`config.mk`:
```
export PLATFORM = sky130hd
export DESIGN_NAME = exec_slice
export DESIGN_NICKNAME = d
export VERILOG_FILES = /design/src/design/flag_pkg.sv /design/src/design/cpu_pkg.sv /design/src/design/alu_core.sv /design/src/design/cmp_unit.sv /design/src/design/status_reg.sv /design/src/design/cmd_queue.sv /design/src/design/exec_stage.sv /design/src/design/exec_slice.sv
export SDC_FILE = /design/constraint.sdc
export NUM_CORES = 1
export LEC_CHECK = 0
export ABC_AREA = 1
export BUFFER_PORTS_ARGS = -buffer_cell sky130_fd_sc_hd__buf_2
export CORE_UTILIZATION = 45
export CTS_CLUSTER_DIAMETER = 150
export CTS_CLUSTER_SIZE = 25
export DETAILED_ROUTE_END_ITERATION = 7
export GPL_ROUTABILITY_DRIVEN = 0
export PLACE_DENSITY = 0.75
export SLEW_MARGIN = 20
export SYNTH_ARGS = -nofsm -noshare
export SYNTH_HDL_FRONTEND = slang
export SYNTH_HIERARCHICAL = 1
export SYNTH_SLANG_ARGS = --single-unit
```
`constraint.sdc`:
```
create_clock -name zer -period 4 [get_ports zer]
set_input_delay 0 -clock zer [delete_from_list [all_inputs] [get_ports zer]]
set_output_delay 0 -clock zer [all_outputs]
set_load 0.05 [all_outputs]
```
`src/design/flag_pkg.sv`:
```
package flag_pkg;

	// r0 layout, msb first
	// loads pick fields straight out of a data word with this layout
	typedef struct packed {
		logic       z;
		logic       m;
		logic       v;
		logic       c;
		logic       l;
		logic       e;
		logic       g;
		logic       y;
		logic       x;
		logic [6:0] user;
	} status_t;

	// flags out of the alu
	// each value has its own valid bit
	typedef struct packed {
		logic z;
		logic z_upd;
		logic m;
		logic m_upd;
		logic v;
		logic v_upd;
		logic c;
		logic c_upd;
		logic y;
		logic y_upd;
		logic x;
		logic x_upd;
	} arith_flags_t;

	// compare outcome, one hot
	typedef struct packed {
		logic l;
		logic e;
		logic g;
	} leg_t;

	// status register write enables
	typedef struct packed {
		logic zm;
		logic v;
		logic c;
		logic leg;
		logic y;
		logic x;
		logic ld_zmvc;
		logic ld_legy;
		logic ld_x;
		logic ld_user;
	} flag_upd_t;

endpackage

```
`src/design/cpu_pkg.sv`:
```
package cpu_pkg;

	// data path width
	localparam int WORD_W = 16;

	typedef logic [WORD_W-1:0] word_t;

	// operation codes
	typedef enum logic [3:0] {
		OP_ADD     = 4'd0,
		OP_SUB     = 4'd1,
		OP_AND     = 4'd2,
		OP_OR      = 4'd3,
		OP_XOR     = 4'd4,
		OP_SHL     = 4'd5,
		OP_SHR     = 4'd6,
		OP_CMP     = 4'd7,
		OP_LD_ZMVC = 4'd8,
		OP_LD_LEGY = 4'd9,
		OP_LD_X    = 4'd10,
		OP_LD_USER = 4'd11
	} op_t;

	// one queued command
	// loads take their value from a
	typedef struct packed {
		op_t   op;
		word_t a;
		word_t b;
	} cmd_t;

	// one returned result
	typedef struct packed {
		word_t             data;
		flag_pkg::status_t status;
	} res_t;

	// command queue size
	// also the number of credits upstream starts with
	localparam int CMD_DEPTH = 4;
	localparam int CMD_PTR_W = $clog2(CMD_DEPTH);
	localparam int CMD_CNT_W = $clog2(CMD_DEPTH + 1);

	// last slot index, for pointer wrap
	localparam logic [CMD_PTR_W-1:0] CMD_PTR_LAST = CMD_PTR_W'(CMD_DEPTH - 1);

	// result credits the stage holds after reset
	localparam int RES_CREDITS = 2;
	localparam int RES_CNT_W = $clog2(RES_CREDITS + 1);

endpackage

```
`src/design/alu_core.sv`:
```
`timescale 1ns/1ps

module alu_core (
	input  cpu_pkg::op_t           op,
	input  cpu_pkg::word_t         a,
	input  cpu_pkg::word_t         b,
	output cpu_pkg::word_t         y_word,
	output flag_pkg::arith_flags_t arith
);

	// subtract is a plus inverted b plus one
	logic                        sub;
	cpu_pkg::word_t              b_in;
	logic [cpu_pkg::WORD_W:0]    sum;
	logic                        is_add_sub;
	logic                        is_result_op;

	assign sub = (op == cpu_pkg::OP_SUB);
	assign b_in = sub ? ~b : b;
	assign sum = {1'b0, a} + {1'b0, b_in} + {{cpu_pkg::WORD_W{1'b0}}, sub};

	assign is_add_sub = (op == cpu_pkg::OP_ADD) || (op == cpu_pkg::OP_SUB);

	// ops whose result drives z and m
	always_comb begin
		case (op)
			cpu_pkg::OP_ADD, cpu_pkg::OP_SUB,
			cpu_pkg::OP_AND, cpu_pkg::OP_OR, cpu_pkg::OP_XOR,
			cpu_pkg::OP_SHL, cpu_pkg::OP_SHR:
				is_result_op = 1'b1;
			default:
				is_result_op = 1'b0;
		endcase
	end

	// result word
	always_comb begin
		case (op)
			cpu_pkg::OP_ADD,
			cpu_pkg::OP_SUB: y_word = sum[cpu_pkg::WORD_W-1:0];
			cpu_pkg::OP_AND: y_word = a & b;
			cpu_pkg::OP_OR:  y_word = a | b;
			cpu_pkg::OP_XOR: y_word = a ^ b;
			// shifts move one place, zero fill
			cpu_pkg::OP_SHL: y_word = {a[cpu_pkg::WORD_W-2:0], 1'b0};
			cpu_pkg::OP_SHR: y_word = {1'b0, a[cpu_pkg::WORD_W-1:1]};
			// compare and loads pass a
			default:         y_word = a;
		endcase
	end

	// flags
	always_comb begin
		arith = '0;

		// zero and minus from the result word
		arith.z     = (y_word == '0);
		arith.m     = y_word[cpu_pkg::WORD_W-1];
		arith.z_upd = is_result_op;
		arith.m_upd = is_result_op;

		// carry out of the adder
		arith.c     = sum[cpu_pkg::WORD_W];
		arith.c_upd = is_add_sub;

		// signed overflow
		// operands of equal sign giving a result of the other sign
		arith.v     = (a[cpu_pkg::WORD_W-1] == b_in[cpu_pkg::WORD_W-1]) &&
			(sum[cpu_pkg::WORD_W-1] != a[cpu_pkg::WORD_W-1]);
		arith.v_upd = is_add_sub;

		// bits pushed out by shifts
		arith.y     = a[cpu_pkg::WORD_W-1];
		arith.y_upd = (op == cpu_pkg::OP_SHL);
		arith.x     = a[0];
		arith.x_upd = (op == cpu_pkg::OP_SHR);
	end

endmodule

```
`src/design/cmp_unit.sv`:
```
`timescale 1ns/1ps

module cmp_unit (
	input  cpu_pkg::word_t  a,
	input  cpu_pkg::word_t  b,
	output flag_pkg::leg_t  leg
);

	logic lt;
	logic eq;

	// two's complement order
	assign lt = ($signed(a) < $signed(b));
	assign eq = (a == b);

	// exactly one bit set
	always_comb begin
		leg.l = lt;
		leg.e = eq;
		leg.g = ~lt & ~eq;
	end

endmodule

```
`src/design/status_reg.sv`:
```
`timescale 1ns/1ps

module status_reg (
	input  logic                   zer,
	input  logic                   w_zmvc,
	input  flag_pkg::flag_upd_t    flag_upd,
	input  flag_pkg::arith_flags_t arith,
	input  flag_pkg::leg_t         leg,
	input  cpu_pkg::word_t         load_word,
	output flag_pkg::status_t      status,
	output flag_pkg::status_t      status_next
);

	// load word seen through the r0 layout
	flag_pkg::status_t ld;

	assign ld = flag_pkg::status_t'(load_word);

	// next r0 from the enabled groups
	always_comb begin
		status_next = status;

		if (flag_upd.zm) begin
			status_next.z = arith.z;
			status_next.m = arith.m;
		end

		// overflow only ever sets from arithmetic
		if (flag_upd.v)
			status_next.v = status.v | arith.v;

		if (flag_upd.c)
			status_next.c = arith.c;

		if (flag_upd.leg) begin
			status_next.l = leg.l;
			status_next.e = leg.e;
			status_next.g = leg.g;
		end

		// shift out bits
		if (flag_upd.y)
			status_next.y = arith.y;
		if (flag_upd.x)
			status_next.x = arith.x;

		// explicit loads
		// zmvc load replaces a sticky v
		if (flag_upd.ld_zmvc) begin
			status_next.z = ld.z;
			status_next.m = ld.m;
			status_next.v = ld.v;
			status_next.c = ld.c;
		end

		if (flag_upd.ld_legy) begin
			status_next.l = ld.l;
			status_next.e = ld.e;
			status_next.g = ld.g;
			status_next.y = ld.y;
		end

		if (flag_upd.ld_x)
			status_next.x = ld.x;

		// user bits change here only
		if (flag_upd.ld_user)
			status_next.user = ld.user;
	end

	// r0 itself
	always_ff @(posedge zer or posedge w_zmvc) begin
		if (w_zmvc) begin
			status <= '0;
		end else begin
			status <= status_next;
		end
	end

endmodule

```
`src/design/cmd_queue.sv`:
```
`timescale 1ns/1ps

module cmd_queue (
	input  logic          zer,
	input  logic          w_zmvc,
	input  logic          push,
	input  cpu_pkg::cmd_t push_cmd,
	input  logic          pop,
	output cpu_pkg::cmd_t head,
	output logic          not_empty,
	output logic          credit
);

	// entry storage
	cpu_pkg::cmd_t mem [cpu_pkg::CMD_DEPTH];

	logic [cpu_pkg::CMD_PTR_W-1:0] wr_ptr;
	logic [cpu_pkg::CMD_PTR_W-1:0] rd_ptr;
	logic [cpu_pkg::CMD_CNT_W-1:0] count;

	// credits keep upstream from ever pushing into a full queue
	always_ff @(posedge zer) begin
		if (push)
			mem[wr_ptr] <= push_cmd;
	end

	// pointers and occupancy
	always_ff @(posedge zer or posedge w_zmvc) begin
		if (w_zmvc) begin
			wr_ptr <= '0;
			rd_ptr <= '0;
			count  <= '0;
		end else begin
			if (push)
				wr_ptr <= (wr_ptr == cpu_pkg::CMD_PTR_LAST) ? '0 : wr_ptr + 1'b1;
			if (pop)
				rd_ptr <= (rd_ptr == cpu_pkg::CMD_PTR_LAST) ? '0 : rd_ptr + 1'b1;
			case ({push, pop})
				2'b10:   count <= count + 1'b1;
				2'b01:   count <= count - 1'b1;
				default: count <= count;
			endcase
		end
	end

	// one credit per freed slot, the cycle after the pop
	always_ff @(posedge zer or posedge w_zmvc) begin
		if (w_zmvc)
			credit <= 1'b0;
		else
			credit <= pop;
	end

	assign head = mem[rd_ptr];
	assign not_empty = (count != '0);

endmodule

```
`src/design/exec_stage.sv`:
```
`timescale 1ns/1ps

module exec_stage (
	input  logic                   zer,
	input  logic                   w_zmvc,
	input  cpu_pkg::cmd_t          head,
	input  logic                   not_empty,
	input  logic                   res_credit,
	input  flag_pkg::status_t      status,
	input  flag_pkg::status_t      status_next,
	output logic                   pop,
	output flag_pkg::flag_upd_t    flag_upd,
	output flag_pkg::arith_flags_t arith,
	output flag_pkg::leg_t         leg,
	output cpu_pkg::word_t         load_word,
	output logic                   res_valid,
	output cpu_pkg::res_t          res
);

	logic [cpu_pkg::RES_CNT_W-1:0] credits;
	cpu_pkg::word_t                y_word;

	alu_core u_alu (
		.op     (head.op),
		.a      (head.a),
		.b      (head.b),
		.y_word (y_word),
		.arith  (arith)
	);

	cmp_unit u_cmp (
		.a   (head.a),
		.b   (head.b),
		.leg (leg)
	);

	// issue when a command waits and downstream has room
	assign pop = not_empty && (credits != '0);

	// loads take their value from a
	assign load_word = head.a;

	// result credits, spent on issue and refilled by downstream
	always_ff @(posedge zer or posedge w_zmvc) begin
		if (w_zmvc) begin
			credits <= cpu_pkg::RES_CNT_W'(cpu_pkg::RES_CREDITS);
		end else begin
			case ({pop, res_credit})
				2'b10:   credits <= credits - 1'b1;
				2'b01:   credits <= credits + 1'b1;
				default: credits <= credits;
			endcase
		end
	end

	// group enables, only for an issued command
	always_comb begin
		flag_upd = '0;
		flag_upd.zm  = pop & arith.z_upd & arith.m_upd;
		// v is sticky so only a fresh overflow needs a write
		flag_upd.v   = pop & arith.v_upd & arith.v & ~status.v;
		flag_upd.c   = pop & arith.c_upd;
		flag_upd.leg = pop & (head.op == cpu_pkg::OP_CMP);
		flag_upd.y   = pop & arith.y_upd;
		flag_upd.x   = pop & arith.x_upd;
		case (head.op)
			cpu_pkg::OP_LD_ZMVC: flag_upd.ld_zmvc = pop;
			cpu_pkg::OP_LD_LEGY: flag_upd.ld_legy = pop;
			cpu_pkg::OP_LD_X:    flag_upd.ld_x    = pop;
			cpu_pkg::OP_LD_USER: flag_upd.ld_user = pop;
			default: ;
		endcase
	end

	// result valid, one per issue
	always_ff @(posedge zer or posedge w_zmvc) begin
		if (w_zmvc)
			res_valid <= 1'b0;
		else
			res_valid <= pop;
	end

	// result payload
	// status is the same value r0 takes at this edge
	always_ff @(posedge zer) begin
		if (pop) begin
			res.data   <= y_word;
			res.status <= status_next;
		end
	end

endmodule

```
`src/design/exec_slice.sv`:
```
`timescale 1ns/1ps

module exec_slice (
	input  logic          zer,
	input  logic          w_zmvc,
	input  logic          cmd_valid,
	input  cpu_pkg::cmd_t cmd,
	input  logic          res_credit,
	output logic          cmd_credit,
	output logic          res_valid,
	output cpu_pkg::res_t res
);

	// queue to stage
	cpu_pkg::cmd_t head;
	logic          not_empty;
	logic          pop;

	// stage to status register and back
	flag_pkg::flag_upd_t    flag_upd;
	flag_pkg::arith_flags_t arith;
	flag_pkg::leg_t         leg;
	cpu_pkg::word_t         load_word;
	flag_pkg::status_t      status;
	flag_pkg::status_t      status_next;

	cmd_queue u_queue (
		.zer       (zer),
		.w_zmvc    (w_zmvc),
		.push      (cmd_valid),
		.push_cmd  (cmd),
		.pop       (pop),
		.head      (head),
		.not_empty (not_empty),
		.credit    (cmd_credit)
	);

	exec_stage u_stage (
		.zer         (zer),
		.w_zmvc      (w_zmvc),
		.head        (head),
		.not_empty   (not_empty),
		.res_credit  (res_credit),
		.status      (status),
		.status_next (status_next),
		.pop         (pop),
		.flag_upd    (flag_upd),
		.arith       (arith),
		.leg         (leg),
		.load_word   (load_word),
		.res_valid   (res_valid),
		.res         (res)
	);

	status_reg u_r0 (
		.zer         (zer),
		.w_zmvc      (w_zmvc),
		.flag_upd    (flag_upd),
		.arith       (arith),
		.leg         (leg),
		.load_word   (load_word),
		.status      (status),
		.status_next (status_next)
	);

endmodule

```
### Yosys cells after proc, flatten, opt, wreduce, memory -nomap -nowiden

Memories as Yosys holds them, arrays and structs flattened.
Index checks and enable logic that the tools add are counted.

| operators by class | value |
|---|---|
| $mul | 0 |
| bitwise operators | 17 |
| order comparisons | 1 |
| mux-type cells | 23 |
| shift-type cells | 0 |
| add/sub/neg operators | 8 |
| div/mod/pow operators | 0 |
| eq/ne operators | 20 |
| reductions and logical operators | 11 |

Operators by type and width:

| kind | number |
|---|---|
| 16-bit one-hot mux with 6 select lines | 1 |
| 16-bit by 16-bit adder with 17-bit output | 1 |
| 17-bit by 1-bit adder with 17-bit output | 1 |
| 16-bit bitwise AND | 1 |
| 16-bit equality test | 1 |
| 4-bit by 3-bit equality test with 1-bit output, second input constant | 4 |
| 4-bit equality test, second input constant | 4 |
| 16-bit logical NOT | 1 |
| 16-bit less-than comparator | 1 |
| 16-bit two-way mux | 1 |
| 16-bit inverter | 1 |
| 16-bit bitwise OR | 1 |
| 16-bit XOR | 1 |
| 1-bit two-way mux | 12 |
| 1-bit bitwise AND | 9 |
| 2-bit equality test, second input constant | 4 |
| 4-bit by 2-bit equality test with 1-bit output, second input constant | 2 |
| 4-bit two-way mux | 2 |
| 7-bit two-way mux | 1 |
| 7-bit OR reduction | 1 |
| 2-bit by 1-bit adder with 2-bit output, second input constant | 3 |
| 2-bit two-way mux | 3 |
| 3-bit one-hot mux with 2 select lines | 1 |
| 2-bit nonzero test | 3 |
| 16 further kinds | 20 |

| storage, ports and cells | value |
|---|---|
| latch bits | 0 |
| memories kept | 1 |
| memory bits (writable) | 144 |
| bits in registers | 58 |
| logic and storage cells | 107 |
| bits in read-only memories | 0 |

Memory list:

| memory | depth | bits a word | rd ports | clocked after Yosys merged registers in | write ports | line | source |
|---|---|---|---|---|---|---|---|
| u_queue.mem | 4 | 36 | 1 | 0 | 1 | cmd_queue.sv:15 | `cpu_pkg::cmd_t mem [cpu_pkg::CMD_DEPTH];` |

### Logic depth before layout (Yosys ltp)

Gate-level depths: netlist of the first run.
An unclocked memory read counts as a cell.

| logic depth | value |
|---|---|
| word-level depth | 11 |
| gate-level depth with buffers | 30 |
| mapped depth without buffers | 27 |

### Modules after synthesis

The synthesis of the first run kept the hierarchy.

Modules (own cells, without submodules):

| module | sequential area each (um^2) | times used | cells an instance | area each (um^2) |
|---|---|---|---|---|
| cmd_queue | 4524.3 | 1 | 545 | 6262.3 |
| alu_core | 0.0 | 1 | 466 | 2602.5 |
| exec_stage | 1037.2 | 1 | 91 | 1343.8 |
| status_reg | 400.4 | 1 | 107 | 780.7 |
| cmp_unit | 0.0 | 1 | 79 | 500.5 |

### Worst setup path after synthesis of the first run

OpenSTA, ideal clock, no wires.

| path | value |
|---|---|
| path type | reg2reg |
| start point | reg u_queue/rd_ptr[1] (netlist bit) |
| end point | reg, netlist name u_stage/res[15] |
| path slack | 0.178 ns |
| buffers on the path | 3 |
| arrival | 3.564 ns |
| cell stages (with the launch flop) | 28 |
| data required time | 3.743 ns |
| setup time | 0.257 ns |
| period minus slack after synthesis | 3.822 ns |
| cell sequence | dfrtp_1 > inv_2 > clkbuf_1 > nor2_1 > nand2_1 > nand2_1 > nor2_1 > buf_2 > nand2_1 > buf_2 > xor2_1 > ha_1 > a21oi_1 > nor2_1 > nor2_1 > nand2_1 > a21oi_1 > inv_1 > nand2_1 > nand3_1 > nand2_1 > o21ai_0 > nand3_1 > nor2_1 > inv_1 > nand2_1 > nand3_1 > nand2_1 |

RTL lines:

| item | line | source |
|---|---|---|
| start, declared | cmd_queue.sv:18 | `logic [cpu_pkg::CMD_PTR_W-1:0] rd_ptr;` |
| start signal, assigned | cmd_queue.sv:37 | `rd_ptr <= (rd_ptr == cpu_pkg::CMD_PTR_LAST) ? '0 : rd_ptr + 1'b1;` |

==> results of run 1 <==
[final timing paths]
kind / depth (start not counted) / slack [ps] / start / endpoint
worst max-delay path: 24 / 200 / u_queue/rd_ptr[0] / u_stage/res[15]
worst min-delay path: 3 / 10 / w_zmvc / u_queue/rd_ptr[1]
worst max register to register: 24 / 200 / u_queue/rd_ptr[0] / u_stage/res[15]
worst min register to register: 2 / 500 / u_stage/credits[1] / u_stage/credits[1]
max in group asynchronous: 4 / 3300 / w_zmvc / u_stage/credits[1]
min in group zer: 2 / 260 / cmd[10] / u_queue/mem[2][10]
[per-layer routing]
| metal | wire (µm) | track usage [%] | vias to the layer above |
|---|---|---|---|
| met3 | 1740 | 2.94 | 57 |
| li1 | - | - | 4296 |
| met4 | 745 | 5.96 | 0 |
| met5 | 0 | 0 | - |
| met1 | 11200 | 25.8 | 3889 |
| met2 | 11900 | 32.7 | 312 |
[worst max-delay path, stage by stage (launching register included)]
cell      delay, ps
dfrtp_4         500
buf_4           190
o211ai_1        250
nand2_1         160
nor2_4          150
nand2_1          70
buf_6           170
xor2_1          160
ha_1            370
a21oi_2         220
nor2_1           60
nor2_1          140
nand2_1         120
a21oi_1         190
inv_1            70
nand2_1          50
nand3_1          60
nand2_1          80
o21ai_0         110
nand3_1         110
nor2_1           50
inv_1            40
nand2_1          40
nand3_1          80
nand2_1          70
[synthesized netlist by cell type, drive strengths merged]
| cell type | count |
|---|---|
| o211ai | 38 |
| and2 | 1 |
| fa | 2 |
| nor4 | 5 |
| nor3 | 11 |
| clkbuf | 2 |
| or2 | 2 |
| o21ai | 37 |
| o22ai | 6 |
| edfxtp | 176 |
| nand3b | 5 |
| xor2 | 16 |
| a21oi | 28 |
| o31ai | 1 |
| nand2 | 349 |
| inv | 236 |
| nand4 | 9 |
| nand3 | 72 |
| a21boi | 2 |
| nor2 | 123 |
| dfstp | 1 |
| ha | 73 |
| dfrtp | 26 |
| a211oi | 1 |
| a21o | 2 |
| clkinv | 1 |
| buf | 59 |
| o21bai | 2 |
| xnor2 | 2 |
[through the flow]
step                      util [%]  TNS (ps)
after floorplan                  -         0
after global placement        48.3         0
after CTS                     51.3         0
after global routing          51.7     -56.9
final                         51.7         0
after detailed placement      48.3         0
[cell type report]
class	instances	area, µm²	area share (%)
timing repair buffer	145	1070	8.26
clock buffer	18	323	2.49
multi-input combinational	787	4270	32.9
clock inverter	2	46.3	0.357
tap	330	413	3.18
sequential	203	5970	45.9
inverter	237	890	6.85
[placed cells by master (no fill, tap or decap), drive strengths merged]
cell and count:
nand2 349, inv 235, edfxtp 176, nor2 123, buf 104, ha 73, nand3 72, dlygate4sd3 40
o211ai 38, o21ai 37, a21oi 28, dfrtp 26, clkbuf 19, xor2 16, nor3 11, nand4 9
o22ai 6, nand3b 5, nor4 5, clkinv 4, xnor2 2, a21o 2, a21boi 2, o21bai 2
or2 2, fa 2, dfstp 1, and2 1, o31ai 1, a211oi 1
[kinds of logic after synthesis]
logic type | count (synthesis)
and+or+nand+nor | 577
AOI/OAI and AO/OA | 117
DFF | 203
xor gates and xnor gates | 18
buffers and inverters | 298
adders and majority gates | 75
[what timing repair did]
| action | 4_1_cts | 5_1_grt |
|---|---|---|
| buffers inserted | 0 | 3 |
| setup endpoints to repair | 0 | 5 |
| gates resized for setup | 0 | 11 |
| endpoints found under the hold margin | 176 | 0 |
| hold buffers | 40 | 0 |
==> reports/results.txt, run 1 <==
Adder-cell share of the synthesized area - 8.30%
Relative slew slack - 35.6%
Die footprint - 26,200 µm²
Nets - 1,501
1st-iter DRT viols - 888
Total CTS buffers - 12
Outcome - completed
Fin. max-slew vios - 0
Clk slew on worst S/H paths - 90 ps
XOR/XNOR share of the synthesized area - 1.37%
WHS - 14.0 ps
Detail Route Antenna Nets - 0
Fin crit period - 3800 ps
Max FO, Critical Path - 15
Core box area - 25,100 µm²
Simple-Gate Fraction of Synth Area - 20.9%
Final hold violations - 0
Critical path data required time - 4230 ps
Io pins - 74
Largest family of logic cells by synthesized area - simple AND/OR/NAND/NOR gates
Htree depth - 1
Dpl cell area - 12,100 µm²
Largest net degree at the start of global routing - 96
Fin cells - 1,722
Initial core utilization - 45.8%
Design Area, Final - 13,000 µm²
Main area contributors after synthesis - edfxtp_1, nand2_1, ha_1
Wire per inst - 14.9 µm
CTS sink cnt - 203
Register area share after synthesis - 51.9%
Cell taking the most area after synthesis - edfxtp_1
Root buf cell - clkbuf_16
Setup Skew - 21.8 ps
Fin worst setup slack - 204 ps
Fraction of layout cells with a size suffix above 1 - 11.4%
Row cnt - 58
Total placed cells including tap cells - 1,658
Mapped Nets - 1,403
Antenna violations before repair - 0
Clock tree buffer depth - 3
GRT overflow - 0
HP Class - input pin to async pin
Die Y - 162 µm
Via Count - 8,554
Crit. End Element - flop
Chip width - 162 µm
Pre-CTS setup slack - 246 ps
Residual DRC - 0
Drt total wl - 25.6 mm
CP arrival - 4020 ps
Max-Cap Viols - 0
Fill count - 2,284
Clk_lat worst skew - 480 ps
Peak Freq - 0.263 GHz
Syn-to-layout area delta - 13.0%
Vias in the first global route - 8,126
Clock tree from TritonCTS - built
Ant diodes - 0
Critical path class - flop to flop
Post-synthesis cell count - 1,288
Slew at the pin closest to its max-slew limit - 960 ps
Setup crit start kind - flop
Max reg flops - 144
Mux contribution to synthesized area - 0%
First-pass DRT Iterations - 7
Netlist cell types - 41
Total Routing Usage GR - 19.4%
Input/output buffers - 73
Syn_area_per_cell - 8.92 µm²
Synthesized flop and latch total - 203
First-pass GRT wire length - 40.1 mm
Share of the synthesized area in the top cell type - 46.0%
Detailed Place HPWL - 18.1 mm
Ys Warns - 6
Vias per cell - 4.97
Synth Area in Compound Gates - 6.42%
Tcrit/Tclk final - 94.9%
Final setup violation count - 0
Mapped Area - 11,500 µm²
Power of run 1 is left out: the tool's default activity adds up to more than one toggle a clock period on the data nets, which glitch-free logic cannot reach.
==> run 2: changes to the inputs <==
==> constraint.sdc (replaced) <==
create_clock -name zer -period 4 [get_ports zer]
set_input_delay 0.6 -clock zer [delete_from_list [all_inputs] [get_ports zer]]
set_output_delay 0.6 -clock zer [all_outputs]
set_load 0.05 [all_outputs]
==> reports/results.txt, run 2 (same netlist as run 1, synthesis figures left out) <==
Slowest stage cell, crit path - dfrtp_4 (unchanged)
Setup Skew - 22.2 ps (was 21.8 ps)
Htree depth - 1 (unchanged)
Design Area, Final - 12,600 µm² (was 13,000 µm²)
First-pass GRT wire length - 40.3 mm (was 40.1 mm)
Drt total wl - 25.4 mm (was 25.6 mm)
Row cnt - 58 (unchanged)
Worst reg2reg startpoint - u_queue/rd_ptr[0] (unchanged)
Detailed Place HPWL - 18.3 mm (was 18.1 mm)
Relative slew slack - 42.2% (was 35.6%)
Ant diodes - 0 (unchanged)
Setup crit start kind - flop (unchanged)
Clk_lat worst skew - 480 ps (about the same)
Max incr delay on CP - 530 ps (was 500 ps)
Total CTS buffers - 12 (unchanged)
Io pins - 74 (unchanged)
Max FO, Critical Path - 22 (was 15)
Final setup TNS - 0 ps (unchanged)
Crit. End Element - flop (unchanged)
Setup crit start - u_queue/rd_ptr[0] (unchanged)
Tcrit/Tclk final - 91.8% (was 94.9%)
Critical path data required time - 4350 ps (was 4230 ps)
Detail Route Antenna Nets - 0 (unchanged)
CP cell instances - buf_6 > buf_12 > buf_4 > nor2_1 > nor2_1 > nand2_1 > nand2_1 > ha_1 > a21oi_2 > o21ai_0 > a21oi_1 > nand3_1 > nand3_1 > nand2_1 > a21oi_2 > nand3_1 > nor2_1 > inv_1 > nand2_1 > nand3_1 > nand2_1 (was buf_4 > o211ai_1 > nand2_1 > nor2_4 > nand2_1 > buf_6 > xor2_1 > ha_1 > a21oi_2 > nor2_1 > nor2_1 > nand2_1 > a21oi_1 > inv_1 > nand2_1 > nand3_1 > nand2_1 > o21ai_0 > nand3_1 > nor2_1 > inv_1 > nand2_1 > nand3_1 > nand2_1)
CTS sink cnt - 203 (unchanged)
Total Routing Usage GR - 19.3% (was 19.4%)
CP bufs+invs - 4 (unchanged)
Critical Path End - u_stage/res[15] (unchanged)
Most frequent cells in the layout - nand2_1, inv_1, edfxtp_1 (unchanged)
Fill count - 2,304 (was 2,284)
Clk slew on worst S/H paths - 110 ps (was 90 ps)
Input/output buffers - 73 (unchanged)
Core box area - 25,100 µm² (unchanged)
RSZ-0062 raised after global routing - false
Top delay family on crit path - simple AND/OR/NAND/NOR gates (unchanged)
Syn-to-layout area delta - 9.94% (was 13.0%)
Peak Freq - 0.272 GHz (was 0.263 GHz)
Root buf cell - clkbuf_16 (unchanged)
Worst reg2reg path endpoint - u_stage/res[15] (unchanged)
First-pass DRT Iterations - 6 (was 7)
Nets - 1,463 (was 1,501)
Final hold violations - 0 (unchanged)
CP Depth - 21 (was 24)
Dpl cell area - 12,100 µm² (about the same)
Residual DRC - 0 (unchanged)
Critical path class - flop to flop (unchanged)
Die Y - 162 µm (unchanged)
HP Class - input pin to flop (was input pin to async pin)
Clock tree from TritonCTS - built (unchanged)
Antenna violations before repair - 0 (unchanged)
Via Count - 8,567 (was 8,554)
Clock tree buffer depth - 3 (unchanged)
WHS - 323 ps (was 14.0 ps)
Flop-to-flop setup slack - 330 ps (was 200 ps)
Most common cell after layout, fill and taps aside - nand2_1 (unchanged)
CP arrival - 4030 ps (was 4020 ps)
Vias in the first global route - 8,026 (was 8,126)
Max-Cap Viols - 0 (unchanged)
Fin worst setup slack - 327 ps (was 204 ps)
GRT overflow - 0 (unchanged)
Final setup violation count - 0 (unchanged)
Vias per cell - 5.10 (was 4.97)
Pre-CTS setup slack - 301 ps (was 246 ps)
Slew at the pin closest to its max-slew limit - 864 ps (was 960 ps)
Wire per inst - 15.1 µm (was 14.9 µm)
Fin. max-slew vios - 0 (unchanged)
1st-iter DRT viols - 796 (was 888)
Die footprint - 26,200 µm² (unchanged)
Chip width - 162 µm (unchanged)
Initial core utilization - 45.8% (unchanged)
Fraction of layout cells with a size suffix above 1 - 12.4% (was 11.4%)
Reg2Reg Depth - 21 (was 24)
Fin crit period - 3670 ps (was 3800 ps)
Crit path top cell by count - nand2_1 (unchanged)
Max reg flops - 144 (unchanged)
Outcome - completed (unchanged)
Largest net degree at the start of global routing - 65 (was 96)
-- run 2: layout make-up --
type	instances	area [µm²]	area share, %
clock buffers	14	308	2.44
clock inverters	2	46.3	0.366
inverters	237	890	7.04
multi-input cells	787	4300	34.1
flip-flops and latches	203	5970	47.2
well taps	330	413	3.27
repair buffers	107	708	5.61
-- run 2: metrics by stage --
step / utilization, % / cells
after global placement: 48.3 / 1659
after CTS: 49.8 / 1676
after floorplan: - / 1288
after detailed placement: 48.3 / 1659
final: 50.3 / 1680
after global routing: 50.3 / 1680
-- run 2: metal layers --
metal | up-vias | track usage, % | part of all wire [%]
met5 | - | 0 | 0
li1 | 4220 | - | -
met2 | 319 | 31.9 | 46
met4 | 0 | 6.17 | 3.2
met1 | 3985 | 26.3 | 43
met3 | 43 | 2.76 | 7.5
-- run 2: what timing repair did --
action,in CTS,in global routing
hold buffers,1,0
hold endpoints to repair,2,0
gates resized for setup,0,21
endpoints found under the setup margin,0,3
buffers inserted,0,2
-- run 2: worst min path at each step --
stage                               endpoint  cells past startpoint  slack, ps        startpoint
after floorplan           u_stage/credits[0]                      1        350            w_zmvc
after global placement      u_queue/count[2]                      2        460  u_queue/count[2]
after detailed placement    u_queue/count[2]                      2        470  u_queue/count[2]
after CTS                 u_queue/mem[1][14]                      1        310           cmd[14]
after global routing       u_queue/mem[3][5]                      1        320            cmd[5]
final                     u_queue/mem[1][14]                      1        320           cmd[14]
-- run 2: worst register-to-register path: stages (launching register included) --
cell	delay, ps
dfrtp_4	530
buf_6	170
buf_12	170
buf_4	200
nor2_1	120
nor2_1	50
nand2_1	60
nand2_1	300
ha_1	490
a21oi_2	170
o21ai_0	130
a21oi_1	240
nand3_1	110
nand3_1	120
nand2_1	80
a21oi_2	160
nand3_1	90
nor2_1	120
inv_1	50
nand2_1	50
nand3_1	70
nand2_1	80
Power of run 2 is left out for the same reason.
==> run 3: changes to the inputs <==
ABC_AREA = not set   (was 1)
PLACE_DENSITY = 0.76   (was 0.75)
==> reports/results.txt, run 3 <==
Core box area - 23,400 µm² (was 25,100 µm²)
Final setup violation count - 9 (was 0)
Residual DRC - 0 (unchanged)
Fin crit period - 4670 ps (was 3670 ps)
Mapped Area - 10,700 µm² (was 11,500 µm²)
Tcrit/Tclk final - 117% (was 91.8%)
Fraction of layout cells with a size suffix above 1 - 36.9% (was 12.4%)
Htree depth - 1 (unchanged)
Die footprint - 24,400 µm² (was 26,200 µm²)
Crit path top cell by count - buf_12 (was nand2_1)
EDFF count, synth - 176 (unchanged)
GRT overflow - 0 (unchanged)
Fin. max-slew vios - 0 (unchanged)
Main area contributors after synthesis - edfxtp_1, ha_1, mux4_2 (was edfxtp_1, nand2_1, ha_1)
Nets - 1,069 (was 1,463)
Row cnt - 56 (was 58)
Setup crit start kind - flop (unchanged)
1st-iter DRT viols - 816 (was 796)
CTS sink cnt - 203 (unchanged)
Worst reg2reg path endpoint - u_stage/res[15] (unchanged)
Share of the synthesized area in the top cell type - 49.5% (was 46.0%)
Relative slew slack - 41.0% (was 42.2%)
Final hold violations - 0 (unchanged)
Root buf cell - clkbuf_16 (unchanged)
Clk slew on worst S/H paths - 100 ps (was 110 ps)
Most common cell after layout, fill and taps aside - edfxtp_1 (was nand2_1)
Drt total wl - 25.0 mm (was 25.4 mm)
Async set-reset flop share out of synthesis - 13.3% (unchanged)
Reg2Reg Depth - 18 (was 21)
First-pass DRT Iterations - 5 (was 6)
Die Y - 156 µm (was 162 µm)
Hold path cells - 1 (unchanged)
Peak Freq - 0.214 GHz (was 0.272 GHz)
Clk_lat worst skew - 480 ps (about the same)
Total CTS buffers - 12 (unchanged)
Vias in the first global route - 6,988 (was 8,026)
Flop-to-flop setup slack - -670 ps (was 330 ps)
Slew at the pin closest to its max-slew limit - 872 ps (was 864 ps)
Register area share after synthesis - 55.8% (was 51.9%)
CP cell instances - mux4_2 > nor4b_4 > buf_12 > buf_12 > buf_6 > buf_12 > xnor2_1 > ha_1 > and2_1 > a311oi_1 > a22oi_1 > a41oi_1 > nand3_1 > and3_1 > or4_4 > nor4_4 > mux2i_1 > o21ai_1 (was buf_6 > buf_12 > buf_4 > nor2_1 > nor2_1 > nand2_1 > nand2_1 > ha_1 > a21oi_2 > o21ai_0 > a21oi_1 > nand3_1 > nand3_1 > nand2_1 > a21oi_2 > nand3_1 > nor2_1 > inv_1 > nand2_1 > nand3_1 > nand2_1)
Io pins - 74 (unchanged)
Via Count - 7,069 (was 8,567)
Post-synthesis cell count - 759 (was 1,288)
Syn-to-layout area delta - 23.0% (was 9.94%)
Max incr delay on CP - 570 ps (was 530 ps)
Main synth FF type - edfxtp_1 (unchanged)
CP bufs+invs - 4 (unchanged)
Most frequent cells in the layout - edfxtp_1, buf_4, buf_2 (was nand2_1, inv_1, edfxtp_1)
Fin worst setup slack - -667 ps (was 327 ps)
Detail Route Antenna Nets - 0 (unchanged)
Cell taking the most area after synthesis - edfxtp_1 (unchanged)
Pre-CTS setup slack - -642 ps (was 301 ps)
Max reg flops - 144 (unchanged)
Critical path class - flop to flop (unchanged)
Clock tree from TritonCTS - built (unchanged)
Antenna violations before repair - 1 (was 0)
Top delay family on crit path - simple AND/OR/NAND/NOR gates (unchanged)
Critical path data required time - 4330 ps (was 4350 ps)
Chip width - 156 µm (was 162 µm)
Setup crit start - u_queue/rd_ptr[0] (unchanged)
Clock tree buffer depth - 3 (unchanged)
Input/output buffers - 73 (unchanged)
Total Routing Usage GR - 20.5% (was 19.3%)
Violated checks - negative setup slack
HP Class - input pin to flop (unchanged)
Worst reg2reg startpoint - u_queue/rd_ptr[0] (unchanged)
Syn_area_per_cell - 14.1 µm² (was 8.92 µm²)
Largest net degree at the start of global routing - 44 (was 65)
Outcome - complete, but fails checks (was completed)
Hold EP - u_queue/mem[2][9] (was u_queue/mem[1][14])
Netlist cell types - 79 (was 41)
First-pass GRT wire length - 38.3 mm (was 40.3 mm)
Max FO, Critical Path - 8 (was 22)
Setup Skew - 23.8 ps (was 22.2 ps)
Total placed cells including tap cells - 1,236 (was 1,659)
Synthesized flop and latch total - 203 (unchanged)
CP arrival - 5000 ps (was 4030 ps)
Wire per inst - 19.5 µm (was 15.1 µm)
Detailed Place HPWL - 17.6 mm (was 18.3 mm)
Initial core utilization - 45.7% (was 45.8%)
RSZ-0062 raised after global routing - true (was false)
Top-count cell post-synth - edfxtp_1 (was nand2_1)
Slowest stage cell, crit path - mux4_2 (was dfrtp_4)
Max-Cap Viols - 0 (unchanged)
Mapped Nets - 874 (was 1,403)
Fin cells - 1,280 (was 1,680)
Crit. End Element - flop (unchanged)
Vias per cell - 5.52 (was 5.10)
Ys Warns - 6 (unchanged)
Hold Path Origin - cmd[9] (was cmd[14])
Commonest cells post-synth - edfxtp_1, ha_1, inv_1, nand2_1, mux4_2 (was nand2_1, inv_1, edfxtp_1, nor2_1, ha_1)
run 3: cell count changes after synthesis, sizes merged, moves of 9 or more:
cell    change
nor2      -101
clkbuf     +12
inv       -167
nand3      -59
mux4       +36
xnor2      +21
a21oi       -9
buf        -16
o211ai     -30
nand2     -317
mux2        +9
xor2        -9
mux2i      +13
a22oi      +11
run 3: worst max-delay path by stage:
stage	end	slack [ps]	depth (start not counted)
detailed placement	u_stage/res[15]	-640	16
finish	u_stage/res[15]	-670	18
global placement	u_stage/res[15]	-520	15
CTS	u_stage/res[15]	-610	15
floorplan	u_stage/res[15]	-850	19
global route	u_stage/res[15]	-800	21
run 3: repair_timing:
action / 4_1_cts / 5_1_grt
setup buffers: 7 / 17
pin swaps: 7 / 19
setup endpoints to repair: 10 / 12
gates cloned: 0 / 0
gates resized for setup: 15 / 50
hold endpoints to repair: 2 / 0
hold buffers: 1 / 0
run 3: cells by family after synthesis:
family,synth area share [%]
buf+inv,6.29
compound gates,9.43
flops,55.8
xor+xnor,2.46
fa+ha+maj,8.92
mux,10.2
simple gates,6.85
run 3: cell type report:
cell class	instances	area [µm²]
Sequential cell	203	5960
Antenna cell	1	2.50
Clock buffer	18	323
Clock inverter	2	46.3
Fill cell	1863	10300
Multi-Input combinational cell	430	4450
Timing Repair Buffer	238	1690
Tap cell	319	399
Inverter	69	264
run 3: metal layers:
layer | track usage, % | up-vias | share of wire [%]
met1 | 28.5 | 3490 | 43
met3 | 2.94 | 50 | 5.9
met4 | 7.56 | 0 | 3.6
met2 | 32.7 | 256 | 47
li1 | - | 3273 | -
met5 | 0 | - | 0
run 3: worst register-to-register path: cells and delay by family (launching register included):
kind / cells / cell delay, ps
simple gates: 6 / 1550
compound gates: 4 / 860
mux: 2 / 690
buf+inv: 4 / 540
flops: 1 / 460
fa+ha+maj: 1 / 300
xor+xnor: 1 / 130
run 3: metrics by stage:
step | area (µm²) | setup TNS, ps | hold slack, ps | utilization (%)
after floorplan | 10800 | -1880 | 353 | -
after global placement | 12200 | -1840 | 454 | 52.2
after detailed placement | 12200 | -2840 | 462 | 52.2
after CTS | 12700 | -2300 | 314 | 54.4
after global routing | 13100 | -5000 | 316 | 56.1
final | 13100 | -3190 | 329 | 56.1
Power of run 3 is left out for the same reason.
